`src/verilog/decode_pkg.sv`:
```
package decode_pkg;

    localparam int XLEN       = 32;
    localparam int REG_ADDR_W = 5;
    localparam int OPC_W      = 6;                  // opcode and funct fields
    localparam int IMM_W      = 16;
    localparam int TGT_W      = 26;

    typedef logic [XLEN-1:0]       word_t;
    typedef logic [REG_ADDR_W-1:0] reg_addr_t;

    // one-hot ALU control, add sits in the msb
    typedef struct packed {
        logic op_add;
        logic op_sub;
        logic op_slt;
        logic op_sltu;
        logic op_and;
        logic op_nor;
        logic op_or;
        logic op_xor;
        logic op_sll;
        logic op_srl;
        logic op_sra;
        logic op_lui;
    } alu_op_t;

    typedef enum logic [1:0] {IMM_NONE, IMM_ZERO, IMM_SIGN} imm_kind_t;
    typedef enum logic [1:0] {WD_NONE, WD_RT, WD_RD, WD_R31} wdest_kind_t;
    typedef enum logic [2:0] {
        BR_NONE, BR_EQ, BR_NE, BR_GEZ, BR_GTZ, BR_LEZ, BR_LTZ
    } br_cond_t;

    //**************************************************************************
    // opcodes
    localparam logic [OPC_W-1:0] OP_SPECIAL = 6'b000000;
    localparam logic [OPC_W-1:0] OP_REGIMM  = 6'b000001;    // bltz/bgez by rt
    localparam logic [OPC_W-1:0] OP_J       = 6'b000010;
    localparam logic [OPC_W-1:0] OP_JAL     = 6'b000011;
    localparam logic [OPC_W-1:0] OP_BEQ     = 6'b000100;
    localparam logic [OPC_W-1:0] OP_BNE     = 6'b000101;
    localparam logic [OPC_W-1:0] OP_BLEZ    = 6'b000110;
    localparam logic [OPC_W-1:0] OP_BGTZ    = 6'b000111;
    localparam logic [OPC_W-1:0] OP_ADDIU   = 6'b001001;
    localparam logic [OPC_W-1:0] OP_SLTI    = 6'b001010;
    localparam logic [OPC_W-1:0] OP_SLTIU   = 6'b001011;
    localparam logic [OPC_W-1:0] OP_ANDI    = 6'b001100;
    localparam logic [OPC_W-1:0] OP_ORI     = 6'b001101;
    localparam logic [OPC_W-1:0] OP_XORI    = 6'b001110;
    localparam logic [OPC_W-1:0] OP_LUI     = 6'b001111;
    localparam logic [OPC_W-1:0] OP_LW      = 6'b100011;
    localparam logic [OPC_W-1:0] OP_SW      = 6'b101011;

    //**************************************************************************
    // funct codes under OP_SPECIAL
    localparam logic [OPC_W-1:0] FN_SLL  = 6'b000000;
    localparam logic [OPC_W-1:0] FN_SRL  = 6'b000010;
    localparam logic [OPC_W-1:0] FN_SRA  = 6'b000011;
    localparam logic [OPC_W-1:0] FN_SLLV = 6'b000100;
    localparam logic [OPC_W-1:0] FN_SRLV = 6'b000110;
    localparam logic [OPC_W-1:0] FN_SRAV = 6'b000111;
    localparam logic [OPC_W-1:0] FN_JR   = 6'b001000;
    localparam logic [OPC_W-1:0] FN_JALR = 6'b001001;
    localparam logic [OPC_W-1:0] FN_ADDU = 6'b100001;
    localparam logic [OPC_W-1:0] FN_SUBU = 6'b100011;
    localparam logic [OPC_W-1:0] FN_AND  = 6'b100100;
    localparam logic [OPC_W-1:0] FN_OR   = 6'b100101;
    localparam logic [OPC_W-1:0] FN_XOR  = 6'b100110;
    localparam logic [OPC_W-1:0] FN_NOR  = 6'b100111;
    localparam logic [OPC_W-1:0] FN_SLT  = 6'b101010;
    localparam logic [OPC_W-1:0] FN_SLTU = 6'b101011;

    localparam reg_addr_t LINK_REG    = 5'd31;
    localparam word_t     LINK_OFFSET = 32'd8;      // return past the delay slot

endpackage
```
`src/verilog/decode_ctrl_if.sv`:
```
`timescale 1ns/1ps

interface decode_ctrl_if;
    decode_pkg::reg_addr_t              rs;
    decode_pkg::reg_addr_t              rt;
    decode_pkg::reg_addr_t              rd;
    logic [decode_pkg::REG_ADDR_W-1:0]  sa;         // constant shift amount
    logic [decode_pkg::IMM_W-1:0]       imm;        // also the branch offset
    logic [decode_pkg::TGT_W-1:0]       target;
    decode_pkg::alu_op_t                alu_op;
    decode_pkg::imm_kind_t              imm_kind;
    decode_pkg::wdest_kind_t            wdest_kind;
    decode_pkg::br_cond_t               br_cond;
    logic is_jump, is_jr, is_link;
    logic uses_sa;
    logic is_load, is_store;
    logic no_rt;                                    // rt is not read
    logic is_jbr;

    modport src (
        output rs, rt, rd, sa, imm, target, alu_op, imm_kind, wdest_kind, br_cond,
               is_jump, is_jr, is_link, uses_sa, is_load, is_store, no_rt, is_jbr
    );
    modport dst (
        input  rs, rt, rd, sa, imm, target, alu_op, imm_kind, wdest_kind, br_cond,
               is_jump, is_jr, is_link, uses_sa, is_load, is_store, no_rt, is_jbr
    );
endinterface

```
`src/verilog/decode_stage.sv`:
```
`timescale 1ns/1ps

module decode_stage (
    input  logic                  clk,
    input  logic                  rst_n,
    input  logic                  fetch_valid,
    input  decode_pkg::word_t     fetch_pc,
    input  decode_pkg::word_t     fetch_inst,
    input  logic                  exe_allowin,
    input  decode_pkg::word_t     rs_value,
    input  decode_pkg::word_t     rt_value,
    input  decode_pkg::reg_addr_t exe_wdest,
    input  decode_pkg::reg_addr_t mem_wdest,
    input  decode_pkg::reg_addr_t wb_wdest,
    output logic                  id_allowin,
    output decode_pkg::reg_addr_t rs,               // register file read ports
    output decode_pkg::reg_addr_t rt,
    output logic                  jbr_taken,
    output decode_pkg::word_t     jbr_target,
    output logic                  id_over,
    output decode_pkg::alu_op_t   alu_op,
    output decode_pkg::word_t     alu_operand1,
    output decode_pkg::word_t     alu_operand2,
    output logic                  mem_load,
    output logic                  mem_store,
    output decode_pkg::word_t     store_data,
    output logic                  rf_wen,
    output decode_pkg::reg_addr_t rf_wdest,
    output decode_pkg::word_t     id_pc
);

    logic              id_valid;
    decode_pkg::word_t inst;

    decode_ctrl_if ctrl ();

    if_id_reg u_if_id_reg (
        .clk         (clk),
        .rst_n       (rst_n),
        .fetch_valid (fetch_valid),
        .fetch_pc    (fetch_pc),
        .fetch_inst  (fetch_inst),
        .id_over     (id_over),
        .exe_allowin (exe_allowin),
        .id_valid    (id_valid),
        .id_allowin  (id_allowin),
        .pc          (id_pc),
        .inst        (inst)
    );

    inst_decoder u_inst_decoder (
        .inst (inst),
        .ctrl (ctrl.src)
    );

    branch_unit u_branch_unit (
        .pc         (id_pc),
        .rs_value   (rs_value),
        .rt_value   (rt_value),
        .id_over    (id_over),
        .ctrl       (ctrl.dst),
        .jbr_taken  (jbr_taken),
        .jbr_target (jbr_target)
    );

    stall_check u_stall_check (
        .id_valid    (id_valid),
        .fetch_valid (fetch_valid),
        .exe_allowin (exe_allowin),
        .exe_wdest   (exe_wdest),
        .mem_wdest   (mem_wdest),
        .wb_wdest    (wb_wdest),
        .ctrl        (ctrl.dst),
        .id_over     (id_over)
    );

    operand_mux u_operand_mux (
        .pc           (id_pc),
        .rs_value     (rs_value),
        .rt_value     (rt_value),
        .ctrl         (ctrl.dst),
        .alu_operand1 (alu_operand1),
        .alu_operand2 (alu_operand2),
        .rf_wen       (rf_wen),
        .rf_wdest     (rf_wdest),
        .mem_load     (mem_load),
        .mem_store    (mem_store),
        .alu_op       (alu_op)
    );

    assign rs         = ctrl.rs;
    assign rt         = ctrl.rt;
    assign store_data = rt_value;                   // sw writes rt unchanged

endmodule

```
`src/verilog/operand_mux.sv`:
```
`timescale 1ns/1ps

module operand_mux (
    input  decode_pkg::word_t      pc,
    input  decode_pkg::word_t      rs_value,
    input  decode_pkg::word_t      rt_value,
    decode_ctrl_if.dst             ctrl,
    output decode_pkg::word_t      alu_operand1,
    output decode_pkg::word_t      alu_operand2,
    output logic                   rf_wen,
    output decode_pkg::reg_addr_t  rf_wdest,
    output logic                   mem_load,
    output logic                   mem_store,
    output decode_pkg::alu_op_t    alu_op
);

    decode_pkg::word_t imm_ext;

    always_comb begin
        case (ctrl.imm_kind)
            decode_pkg::IMM_ZERO: imm_ext = {16'd0, ctrl.imm};
            decode_pkg::IMM_SIGN: imm_ext = {{16{ctrl.imm[15]}}, ctrl.imm};
            default:              imm_ext = rt_value;   // register form
        endcase
    end

    // links compute pc + 8 in the ALU
    assign alu_operand1 = ctrl.is_link ? pc :
                          ctrl.uses_sa ? {27'd0, ctrl.sa} : rs_value;
    assign alu_operand2 = ctrl.is_link ? decode_pkg::LINK_OFFSET : imm_ext;

    always_comb begin
        case (ctrl.wdest_kind)
            decode_pkg::WD_RT:  rf_wdest = ctrl.rt;
            decode_pkg::WD_RD:  rf_wdest = ctrl.rd;
            decode_pkg::WD_R31: rf_wdest = decode_pkg::LINK_REG;
            default:            rf_wdest = '0;      // keeps hazard compares clean
        endcase
    end

    assign rf_wen    = (ctrl.wdest_kind != decode_pkg::WD_NONE);
    assign mem_load  = ctrl.is_load;
    assign mem_store = ctrl.is_store;
    assign alu_op    = ctrl.alu_op;

    always_comb begin
        a_alu_onehot: assert final ($onehot0(alu_op))
            else $error("operand_mux: more than one ALU operation decoded");
    end

endmodule

```
`src/verilog/stall_check.sv`:
```
`timescale 1ns/1ps

module stall_check (
    input  logic                  id_valid,
    input  logic                  fetch_valid,
    input  logic                  exe_allowin,
    input  decode_pkg::reg_addr_t exe_wdest,
    input  decode_pkg::reg_addr_t mem_wdest,
    input  decode_pkg::reg_addr_t wb_wdest,
    decode_ctrl_if.dst            ctrl,
    output logic                  id_over
);

    logic rs_wait, rt_wait;

    // r0 never creates a hazard
    assign rs_wait = (ctrl.rs != '0)
                   && (ctrl.rs == exe_wdest || ctrl.rs == mem_wdest || ctrl.rs == wb_wdest);
    assign rt_wait = !ctrl.no_rt && (ctrl.rt != '0)
                   && (ctrl.rt == exe_wdest || ctrl.rt == mem_wdest || ctrl.rt == wb_wdest);

    // a jump or branch waits for its delay slot to be fetched
    assign id_over = id_valid && !rs_wait && !rt_wait && exe_allowin
                   && (!ctrl.is_jbr || fetch_valid);

endmodule

```
`src/verilog/branch_unit.sv`:
```
`timescale 1ns/1ps

module branch_unit (
    input  decode_pkg::word_t pc,
    input  decode_pkg::word_t rs_value,
    input  decode_pkg::word_t rt_value,
    input  logic              id_over,
    decode_ctrl_if.dst        ctrl,
    output logic              jbr_taken,
    output decode_pkg::word_t jbr_target
);

    decode_pkg::word_t bd_pc;
    decode_pkg::word_t j_target;
    decode_pkg::word_t br_target;
    logic rs_eq_rt, rs_zero, rs_neg;
    logic br_taken;

    assign bd_pc = pc + 32'd4;                      // delay slot

    assign j_target  = ctrl.is_jr ? rs_value : {bd_pc[31:28], ctrl.target, 2'b00};
    assign br_target = bd_pc + {{14{ctrl.imm[15]}}, ctrl.imm, 2'b00};

    assign rs_eq_rt = (rs_value == rt_value);
    assign rs_zero  = (rs_value == '0);
    assign rs_neg   = rs_value[31];

    always_comb begin
        case (ctrl.br_cond)
            decode_pkg::BR_EQ:  br_taken = rs_eq_rt;
            decode_pkg::BR_NE:  br_taken = !rs_eq_rt;
            decode_pkg::BR_GEZ: br_taken = !rs_neg;
            decode_pkg::BR_GTZ: br_taken = !rs_neg && !rs_zero;
            decode_pkg::BR_LEZ: br_taken = rs_neg || rs_zero;
            decode_pkg::BR_LTZ: br_taken = rs_neg;
            default:            br_taken = 1'b0;
        endcase
    end

    // only redirect fetch once the stage actually completes
    assign jbr_taken  = (ctrl.is_jump || br_taken) && id_over;
    assign jbr_target = ctrl.is_jump ? j_target : br_target;

endmodule

```
`src/verilog/inst_decoder.sv`:
```
`timescale 1ns/1ps

module inst_decoder (
    input  decode_pkg::word_t inst,
    decode_ctrl_if.src        ctrl
);

    logic [decode_pkg::OPC_W-1:0] op;
    logic [decode_pkg::OPC_W-1:0] funct;
    logic special, sa_zero, rs_zero, rt_zero;
    logic i_addu, i_subu, i_slt, i_sltu, i_and, i_or, i_xor, i_nor;
    logic i_sll, i_srl, i_sra, i_sllv, i_srlv, i_srav, i_jr, i_jalr;
    logic i_addiu, i_slti, i_sltiu, i_andi, i_ori, i_xori, i_lui;
    logic i_lw, i_sw, i_beq, i_bne, i_bgez, i_bgtz, i_blez, i_bltz, i_j, i_jal;
    logic imm_zero, imm_sign, reg_alu, branch;

    //**************************************************************************
    // fields
    assign op          = inst[31:26];
    assign funct       = inst[5:0];
    assign ctrl.rs     = inst[25:21];
    assign ctrl.rt     = inst[20:16];
    assign ctrl.rd     = inst[15:11];
    assign ctrl.sa     = inst[10:6];
    assign ctrl.imm    = inst[15:0];
    assign ctrl.target = inst[25:0];

    assign special = (op == decode_pkg::OP_SPECIAL);
    assign sa_zero = (ctrl.sa == '0);
    assign rs_zero = (ctrl.rs == '0);
    assign rt_zero = (ctrl.rt == '0);

    //**************************************************************************
    // instruction match, anything else falls through as a no-op
    assign i_addu  = special && sa_zero && (funct == decode_pkg::FN_ADDU);
    assign i_subu  = special && sa_zero && (funct == decode_pkg::FN_SUBU);
    assign i_slt   = special && sa_zero && (funct == decode_pkg::FN_SLT);
    assign i_sltu  = special && sa_zero && (funct == decode_pkg::FN_SLTU);
    assign i_and   = special && sa_zero && (funct == decode_pkg::FN_AND);
    assign i_or    = special && sa_zero && (funct == decode_pkg::FN_OR);
    assign i_xor   = special && sa_zero && (funct == decode_pkg::FN_XOR);
    assign i_nor   = special && sa_zero && (funct == decode_pkg::FN_NOR);
    assign i_sll   = special && rs_zero && (funct == decode_pkg::FN_SLL);
    assign i_srl   = special && rs_zero && (funct == decode_pkg::FN_SRL);
    assign i_sra   = special && rs_zero && (funct == decode_pkg::FN_SRA);
    assign i_sllv  = special && sa_zero && (funct == decode_pkg::FN_SLLV);
    assign i_srlv  = special && sa_zero && (funct == decode_pkg::FN_SRLV);
    assign i_srav  = special && sa_zero && (funct == decode_pkg::FN_SRAV);
    assign i_jr    = special && sa_zero && rt_zero && (ctrl.rd == '0)
                   && (funct == decode_pkg::FN_JR);
    assign i_jalr  = special && sa_zero && rt_zero && (funct == decode_pkg::FN_JALR);
    assign i_addiu = (op == decode_pkg::OP_ADDIU);
    assign i_slti  = (op == decode_pkg::OP_SLTI);
    assign i_sltiu = (op == decode_pkg::OP_SLTIU);
    assign i_andi  = (op == decode_pkg::OP_ANDI);
    assign i_ori   = (op == decode_pkg::OP_ORI);
    assign i_xori  = (op == decode_pkg::OP_XORI);
    assign i_lui   = (op == decode_pkg::OP_LUI) && rs_zero;
    assign i_lw    = (op == decode_pkg::OP_LW);
    assign i_sw    = (op == decode_pkg::OP_SW);
    assign i_beq   = (op == decode_pkg::OP_BEQ);
    assign i_bne   = (op == decode_pkg::OP_BNE);
    assign i_bgez  = (op == decode_pkg::OP_REGIMM) && (ctrl.rt == 5'd1);
    assign i_bltz  = (op == decode_pkg::OP_REGIMM) && rt_zero;
    assign i_bgtz  = (op == decode_pkg::OP_BGTZ) && rt_zero;
    assign i_blez  = (op == decode_pkg::OP_BLEZ) && rt_zero;
    assign i_j     = (op == decode_pkg::OP_J);
    assign i_jal   = (op == decode_pkg::OP_JAL);

    //**************************************************************************
    // class reduction
    assign imm_zero = i_andi || i_ori || i_xori || i_lui;
    assign imm_sign = i_addiu || i_slti || i_sltiu || i_lw || i_sw;
    assign reg_alu  = i_addu || i_subu || i_slt || i_sltu || i_and || i_or || i_xor
                    || i_nor || i_sll || i_srl || i_sra || i_sllv || i_srlv || i_srav;
    assign branch   = i_beq || i_bne || i_bgez || i_bgtz || i_blez || i_bltz;

    assign ctrl.alu_op = '{
        op_add:  i_addu || i_addiu || i_lw || i_sw || i_jal || i_jalr,
        op_sub:  i_subu,
        op_slt:  i_slt || i_slti,
        op_sltu: i_sltu || i_sltiu,
        op_and:  i_and || i_andi,
        op_nor:  i_nor,
        op_or:   i_or || i_ori,
        op_xor:  i_xor || i_xori,
        op_sll:  i_sll || i_sllv,
        op_srl:  i_srl || i_srlv,
        op_sra:  i_sra || i_srav,
        op_lui:  i_lui
    };

    assign ctrl.imm_kind   = imm_zero ? decode_pkg::IMM_ZERO :
                             imm_sign ? decode_pkg::IMM_SIGN : decode_pkg::IMM_NONE;
    assign ctrl.wdest_kind = (imm_zero || i_addiu || i_slti || i_sltiu || i_lw) ?
                                 decode_pkg::WD_RT :
                             i_jal ? decode_pkg::WD_R31 :
                             (reg_alu || i_jalr) ? decode_pkg::WD_RD : decode_pkg::WD_NONE;
    assign ctrl.br_cond    = i_beq  ? decode_pkg::BR_EQ  :
                             i_bne  ? decode_pkg::BR_NE  :
                             i_bgez ? decode_pkg::BR_GEZ :
                             i_bgtz ? decode_pkg::BR_GTZ :
                             i_blez ? decode_pkg::BR_LEZ :
                             i_bltz ? decode_pkg::BR_LTZ : decode_pkg::BR_NONE;

    assign ctrl.is_jump  = i_j || i_jal || i_jr || i_jalr;
    assign ctrl.is_jr    = i_jr || i_jalr;
    assign ctrl.is_link  = i_jal || i_jalr;
    assign ctrl.uses_sa  = i_sll || i_srl || i_sra;
    assign ctrl.is_load  = i_lw;
    assign ctrl.is_store = i_sw;
    assign ctrl.is_jbr   = ctrl.is_jump || branch;
    assign ctrl.no_rt    = imm_zero || i_addiu || i_slti || i_sltiu || i_lw
                         || i_bgez || i_bltz || i_bgtz || i_blez || ctrl.is_jump;

endmodule

```
`src/verilog/if_id_reg.sv`:
```
`timescale 1ns/1ps

module if_id_reg (
    input  logic              clk,
    input  logic              rst_n,
    input  logic              fetch_valid,
    input  decode_pkg::word_t fetch_pc,
    input  decode_pkg::word_t fetch_inst,
    input  logic              id_over,
    input  logic              exe_allowin,
    output logic              id_valid,
    output logic              id_allowin,
    output decode_pkg::word_t pc,
    output decode_pkg::word_t inst
);

    // empty, or the current instruction leaves this cycle
    assign id_allowin = !id_valid || (id_over && exe_allowin);

    always_ff @(posedge clk or negedge rst_n) begin
        if (!rst_n) begin
            id_valid <= 1'b0;
        end else if (id_allowin) begin
            id_valid <= fetch_valid;                // no fetch means a bubble
        end
    end

    always_ff @(posedge clk) begin
        if (fetch_valid && id_allowin) begin
            pc   <= fetch_pc;
            inst <= fetch_inst;
        end
    end

    // a stalled instruction must not change under the decoder
    a_hold_stable: assert property (
        @(posedge clk) disable iff (!rst_n)
        (id_valid && !id_allowin) |=> ($stable(pc) && $stable(inst))
    ) else $error("if_id_reg: held instruction changed");

endmodule

```
`config.mk`:
```
export PLATFORM = sky130hd
export DESIGN_NAME = decode_stage
export DESIGN_NICKNAME = d
export VERILOG_FILES = /design/src/verilog/decode_pkg.sv /design/src/verilog/decode_ctrl_if.sv /design/src/verilog/decode_stage.sv /design/src/verilog/operand_mux.sv /design/src/verilog/stall_check.sv /design/src/verilog/branch_unit.sv /design/src/verilog/inst_decoder.sv /design/src/verilog/if_id_reg.sv
export SDC_FILE = /design/constraint.sdc
export NUM_CORES = 1
export LEC_CHECK = 0
export BUFFER_PORTS_ARGS = -buffer_cell sky130_fd_sc_hd__buf_2
export CORE_MARGIN = 3
export CORE_UTILIZATION = 30
export CTS_BUF_LIST = sky130_fd_sc_hd__clkbuf_2 sky130_fd_sc_hd__clkbuf_4 sky130_fd_sc_hd__clkbuf_8
export DETAILED_ROUTE_END_ITERATION = 7
export GPL_TIMING_DRIVEN = 0
export PLACE_DENSITY = 0.62
export SETUP_SLACK_MARGIN = 0.2
export SKIP_CTS_REPAIR_TIMING = 1
export SLEW_MARGIN = 5
export SYNTH_ARGS = -nofsm -noshare
export SYNTH_HDL_FRONTEND = slang
export SYNTH_SLANG_ARGS = --single-unit
```
`constraint.sdc`:
```
create_clock -name clk -period 6 [get_ports clk]
set_input_delay 1.2 -clock clk [delete_from_list [all_inputs] [get_ports clk]]
set_output_delay 1.2 -clock clk [all_outputs]
set_load 0.1 [all_outputs]
```
# ---- Yosys cells after proc, flatten, opt, wreduce, memory -nomap -nowiden
# Cells that the tools add are included.
dict set report word_totals {
  inputBits 147
  output_inout_bits 193
  regBits 65
  elab_cells 192
}
dict set report classes {
  n_eq_ne 50
  reduce_logical 118
  muxes 19
  add_sub_neg 2
}
# op count
set ops {}
lappend ops {{2-to-1 mux 32 bit} 5}
lappend ops {{logical OR 1 bit} 64}
lappend ops {{one-hot mux 32 bit (2 select lines)} 1}
lappend ops {{equality test 6 bit, second input constant} 10}
lappend ops {{equality test 6 x 4 -> 1 bit, second input constant} 9}
lappend ops {{equality test 6 x 3 -> 1 bit, second input constant} 7}
lappend ops {{logical AND 1 bit} 36}
lappend ops {{adder 32 x 3 -> 32 bit, second input constant} 1}
lappend ops {{adder 32 bit} 1}
lappend ops {{equality test 32 bit} 1}
lappend ops {{zero test 32 bit} 1}
lappend ops {{equality test 5 bit} 6}
lappend ops {{equality test 6 x 2 -> 1 bit, second input constant} 4}
lappend ops {{zero test 5 bit} 4}
lappend ops {{2-to-1 mux 3 bit} 6}
lappend ops {{one-hot mux 5 bit (3 select lines)} 1}
lappend ops {{zero test 6 bit} 2}
lappend ops {{2-to-1 mux 2 bit} 5}
lappend ops {{nonzero test 5 bit} 2}
lappend ops {{equality test 3 bit, second input constant} 3}
lappend ops {{zero test 1 bit} 8}
lappend ops {{equality test 2 bit, second input constant} 3}
lappend ops {{equality test 3 x 2 -> 1 bit, second input constant} 2}
lappend ops {{equality test 6 x 1 -> 1 bit, second input constant} 1}
lappend ops {{5 further kinds} 6}

# ---- Logic depth before layout (Yosys ltp)
dict set report depth {
  depth_word 23
  mapped_depth 16
  mapped_depth_nobuf 16
}

# ---- Modules after synthesis
# A second synthesis with hierarchy kept.
dict set report hier_totals {
  cells_unflattened 1008
  hier_area_um2 8270.4
}
# module seq_area_each_um2 instances cells_per_inst area_each_um2
set modules_own_cells {}
lappend modules_own_cells {branch_unit 0.0 1 494 3392.0}
lappend modules_own_cells {if_id_reg 1946.9 1 69 1974.4}
lappend modules_own_cells {inst_decoder 0.0 1 180 1188.6}
lappend modules_own_cells {operand_mux 0.0 1 181 1084.8}
lappend modules_own_cells {stall_check 0.0 1 52 390.4}
lappend modules_own_cells {decode_stage 0.0 1 32 240.2}

# ---- Worst setup path after synthesis
# Ideal clock, no wire load.
dict set report synth_timing {
  path_kind {flip-flop to output port}
  start {register u_if_id_reg.pc[2]}
  end {output jbr_target[20]}
  path_buffers 0
  slack_ns -1.040
  arrival_ns 5.840
  required_time_ns 4.800
  path_stages_with_launch 16
  path_cell_list {edfxtp_1 > ha_1 > nand4_1 > nor2_1 > nand2_1 > xnor2_1 > ha_1 > and3_1 > a221o_1 > nor3_1 > o31ai_1 > a31oi_1 > o21bai_1 > a21o_1 > xnor2_1 > o21ai_0}
}
dict set report synth_between {
  elab_chain_len 3
}
# element line_no
set synth_rtl {}
lappend synth_rtl {{start, declared} if_id_reg.sv:13} ;# output decode_pkg::word_t pc,
lappend synth_rtl {{start signal, assigned} if_id_reg.sv:30} ;# pc <= fetch_pc;
lappend synth_rtl {{adder 32 x 3 -> 32 bit} branch_unit.sv:19} ;# assign bd_pc = pc + 32'd4;
lappend synth_rtl {{adder 32 bit} branch_unit.sv:22} ;# assign br_target = bd_pc + {{14{ctrl.imm[15]}}, ctrl.imm, 2'b00};
lappend synth_rtl {{2-to-1 mux 32 bit} branch_unit.sv:42} ;# assign jbr_target = ctrl.is_jump ? j_target : br_target;
lappend synth_rtl {{end, declared} decode_stage.sv:19} ;# output decode_pkg::word_t jbr_target,
# No other way between the ends.

# ---- Worst setup path after layout
dict set report layout_timing {
  start {register u_if_id_reg.pc[2]}
  end {output jbr_target[17]}
}
# The elaborated chain is that of the path after synthesis.

==> impl_metrics.csv <==
group,metric,value,unit
yosys,syn_inst,879,
power,switching_share,0.625,
yosys,ys_seq_area_frac,0.274,
clocking,tritoncts,"yes",
route,ant_nets,0,
sta,finalClockSkew,23.5,ps
power,p_switching,1.94,mW
yosys,ys_types,59,
setup_path,critPathSlowestCell,"edfxtp_1",
yosys,synthMuxAreaShare,0.0157,
setup_path,worstPathCellList,"ha_2 -> nand4_1 -> nor2_4 -> nand2_1 -> xnor2_1 -> ha_1 -> and3_4 -> nand3_2 -> and3b_1 -> o21ai_0 -> a21oi_2 -> a21o_1 -> a211oi_1 -> a2111oi_2 -> a221o_2 -> buf_4",
yosys,synthTopCellsByCount,"nand2_1 (133), o21ai_0 (72), edfxtp_1 (64)",
die,num_rows,55,
setup_path,timing.rr.start,"u_if_id_reg.inst[15]$_DFFE_PP_",
die,die_area,0.0255,mm²
placement,gp_congestion,0.907,
clocking,cts_root_buf,"clkbuf_8",
global_route,grt_max_degree,34,
sta,setup_viol,0,
yosys,syn_area,0.00710,mm²
clocking,htree_levels,3,
sta,max_slew.worst_pin.slew,843,ps
route,drtPass1Iterations,5,
global_route,grt_pass1_vias,7946,
placement,hpwl,27300,µm
sta,rsz0062_at_grt,"no",
yosys,async_flop_share,0.0154,
cells_and_area,areaGrowthSynthToFinish,35.2,%
global_route,antenna_found_initial,1,
die,start_util,0.310,
sta,hold_slack,584,ps
yosys,synth_simple_gate_area_frac,0.214,
yosys,syn-num-nets,1057,
yosys,ys_top_cells_by_area,"edfxtp_1 (27%), xor2_1 (7.6%), nand2_1 (7.0%)",
global_route,track_usage,0.250,
min_path,hp-class,"reg2reg",
sta,slew_violations,0,
route,drt_iter0_markers,561,
route,drc,0,
yosys,synthAdderAreaFrac,0.0571,
sta,fin_crit,5570,ps
setup_path,ff2ff_path_depth,10,
power,p_clk_frac,0.141,
die,io_pins,340,
setup_path,crit_path_max_incr_delay,480,ps
clocking,cts.sinks,65,
yosys,synth_top_family_by_area,"compound AO/OA/AOI/OAI gates",
yosys,synth_edf_count,64,
setup_path,startpoint,"u_if_id_reg.pc[2]$_DFFE_PP_",
clocking,clk_latency,390,ps
setup_path,worstPathRequired,4800,ps
sta,period_share,0.928,
yosys,synth_xor_area_frac,0.141,
yosys,yosysMostFrequentCell,"nand2_1",
power,powerDensity,323,mW/mm²
sta,hold_viol,0,
setup_path,r2r-end,"u_if_id_reg.inst[14]$_DFFE_PP_",
job,cap_violations,0,
setup_path,crit_arrival,4370,ps
yosys,yosys_register_bits,65,
power,p_comb_frac,0.663,
route,wl,33600,µm
power,ir_drop,212,µV
die,die_w,160,µm
placement,port_buffers,339,
run_status,status,"completed",
setup_path,critical_path_class,"reg2out",
setup_path,crit_path_start_kind,"flip-flop",
cells_and_area,finalNetCount,1414,
setup_path,cp_top_family,"compound AO/OA/AOI/OAI gates",
setup_path,crit_fanout,6,
global_route,overflow,0,
setup_path,r2r_slack,1740,ps
yosys,yosys.area.top_type,"edfxtp_1",
sta,max_slew_margin,0.438,
route,wl_per_cell,21.6,µm
sta,tns,0,ps
cells_and_area,utilization,0.419,
clocking,cts_buffers,9,
setup_path,crit_path_end_kind,"primary output",
clocking,clk_pin_slew,110,ps
die,coreArea,0.0229,mm²
yosys,post-synth-top-area-fraction,0.271,
cells_and_area,fillers,2420,
sta,fmax,180,MHz
yosys,syn_avg_cell_area,8.08,µm²
setup_path,crit_path_end,"jbr_target[17]",
yosys,synth_compound_area_frac,0.214,
yosys,synth-main-ff-cell,"edfxtp_1",
power,p_leak,4.29,nW
setup_path,cp.depth,16,
power,pwr-share-seq,0.196,
power,p_int,1.16,mW
route,vias,8196,
cells_and_area,drive_gt1_frac,0.368,
global_route,grt_pass1_wl,48900,µm
yosys,yosysWarnings,0,
clocking,max-clock-path-buffers,2,
route,vias_per_cell,5.27,
setup_path,crit_buf_inv,1,
die,fp.dieH,160,µm
## final cells by class
type,count,area [µm²],share of cell area
Multi-Input combinational cell,709,4680,0.487
Antenna cell,1,2.50,0.000261
Buffer,94,558,0.0581
Timing Repair Buffer,346,1770,0.185
Tap cell,313,392,0.0408
Clock buffer,9,124,0.0129
Clock inverter,7,83.8,0.00873
Sequential cell,65,1950,0.203
Inverter,11,41.3,0.00430
## layer usage
metal,global-route usage,share of wire,vias to the layer above
met5,0,0,-
met4,0.0848,0.030,0
met3,0.0514,0.077,53
met2,0.421,0.47,399
met1,0.320,0.42,3878
li1,-,-,3866
## power by group through the flow
stage	registers [mW]	logic, mW	clock network [mW]
3_3_place_gp	0.620	2.02	0
3_5_place_dp	0.618	2.03	0
4_1_cts	0.608	2.04	0.447
6_report	0.609	2.05	0.437
5_1_grt	0.615	2.13	0.462
2_1_floorplan	0.727	1.52	0
## registers in the layout, indices dropped and copies added (netlist names)
register              flops
u_if_id_reg.inst         32
u_if_id_reg.id_valid      1
u_if_id_reg.pc           32
## per-stage QoR
step                      instances  worst slack, ps  power (mW)  area, µm²
after global routing           1555              209        3.21       9600
after floorplan                 879             -429        2.25       7180
final                          1555              431        3.10       9600
after global placement         1531              303        2.64       9270
after CTS                      1548             -155        3.09       9500
after detailed placement       1532              317        2.65       9300
## tightest hold or removal path: cells and delay by family (launching register included)
family / cells / cell delay [ps]
flip-flops: 1 / 360
AND/OR/NAND/NOR: 2 / 190
## placed cells by master (no fill, tap or decap), types with 7 or more instances in the layout
master / n
nor4_1: 17
a22oi_1: 26
o21bai_1: 7
o21ai_2: 13
a31oi_1: 8
nor3_1: 16
clkbuf_8: 9
o21ai_0: 52
buf_4: 54
nand2b_1: 12
ha_1: 29
xor2_1: 62
nor2b_1: 8
nand3_1: 24
a21o_1: 14
nand2_1: 133
edfxtp_1: 64
o21ai_1: 17
mux2i_1: 10
nand4_1: 11
a21oi_1: 35
a211oi_1: 10
clkbuf_1: 32
xnor2_1: 52
and3_1: 9
a221o_1: 7
or3_1: 7
o21a_1: 19
nor2_1: 45
inv_1: 11
buf_2: 342
## kinds of logic (layout without fill, tap and decap cells)
kind of cell | Yosys count | after routing
AND/OR/NAND/NOR | 314 | 314
adder cells (fa/ha/maj) | 32 | 32
flip-flops | 65 | 65
XOR/XNOR | 114 | 114
AO/OA/AOI/OAI | 238 | 238
other | 0 | 1
multiplexers | 11 | 11
buffers and inverters | 105 | 467
## how the worst min path moves through the flow
| stage | startpoint | end | slack [ps] | cells after the start |
|---|---|---|---|---|
| after floorplan | rst_n | u_if_id_reg.id_valid$_DFFE_PN0P_ | 900 | 0 |
| after global placement | u_if_id_reg.id_valid$_DFFE_PN0P_ | u_if_id_reg.id_valid$_DFFE_PN0P_ | 560 | 2 |
| after detailed placement | u_if_id_reg.id_valid$_DFFE_PN0P_ | u_if_id_reg.id_valid$_DFFE_PN0P_ | 570 | 2 |
| after CTS | rst_n | u_if_id_reg.id_valid$_DFFE_PN0P_ | 580 | 1 |
| after global routing | rst_n | u_if_id_reg.id_valid$_DFFE_PN0P_ | 580 | 1 |
| final | u_if_id_reg.id_valid$_DFFE_PN0P_ | u_if_id_reg.id_valid$_DFFE_PN0P_ | 580 | 2 |
(Power assumes the default switching activity.)
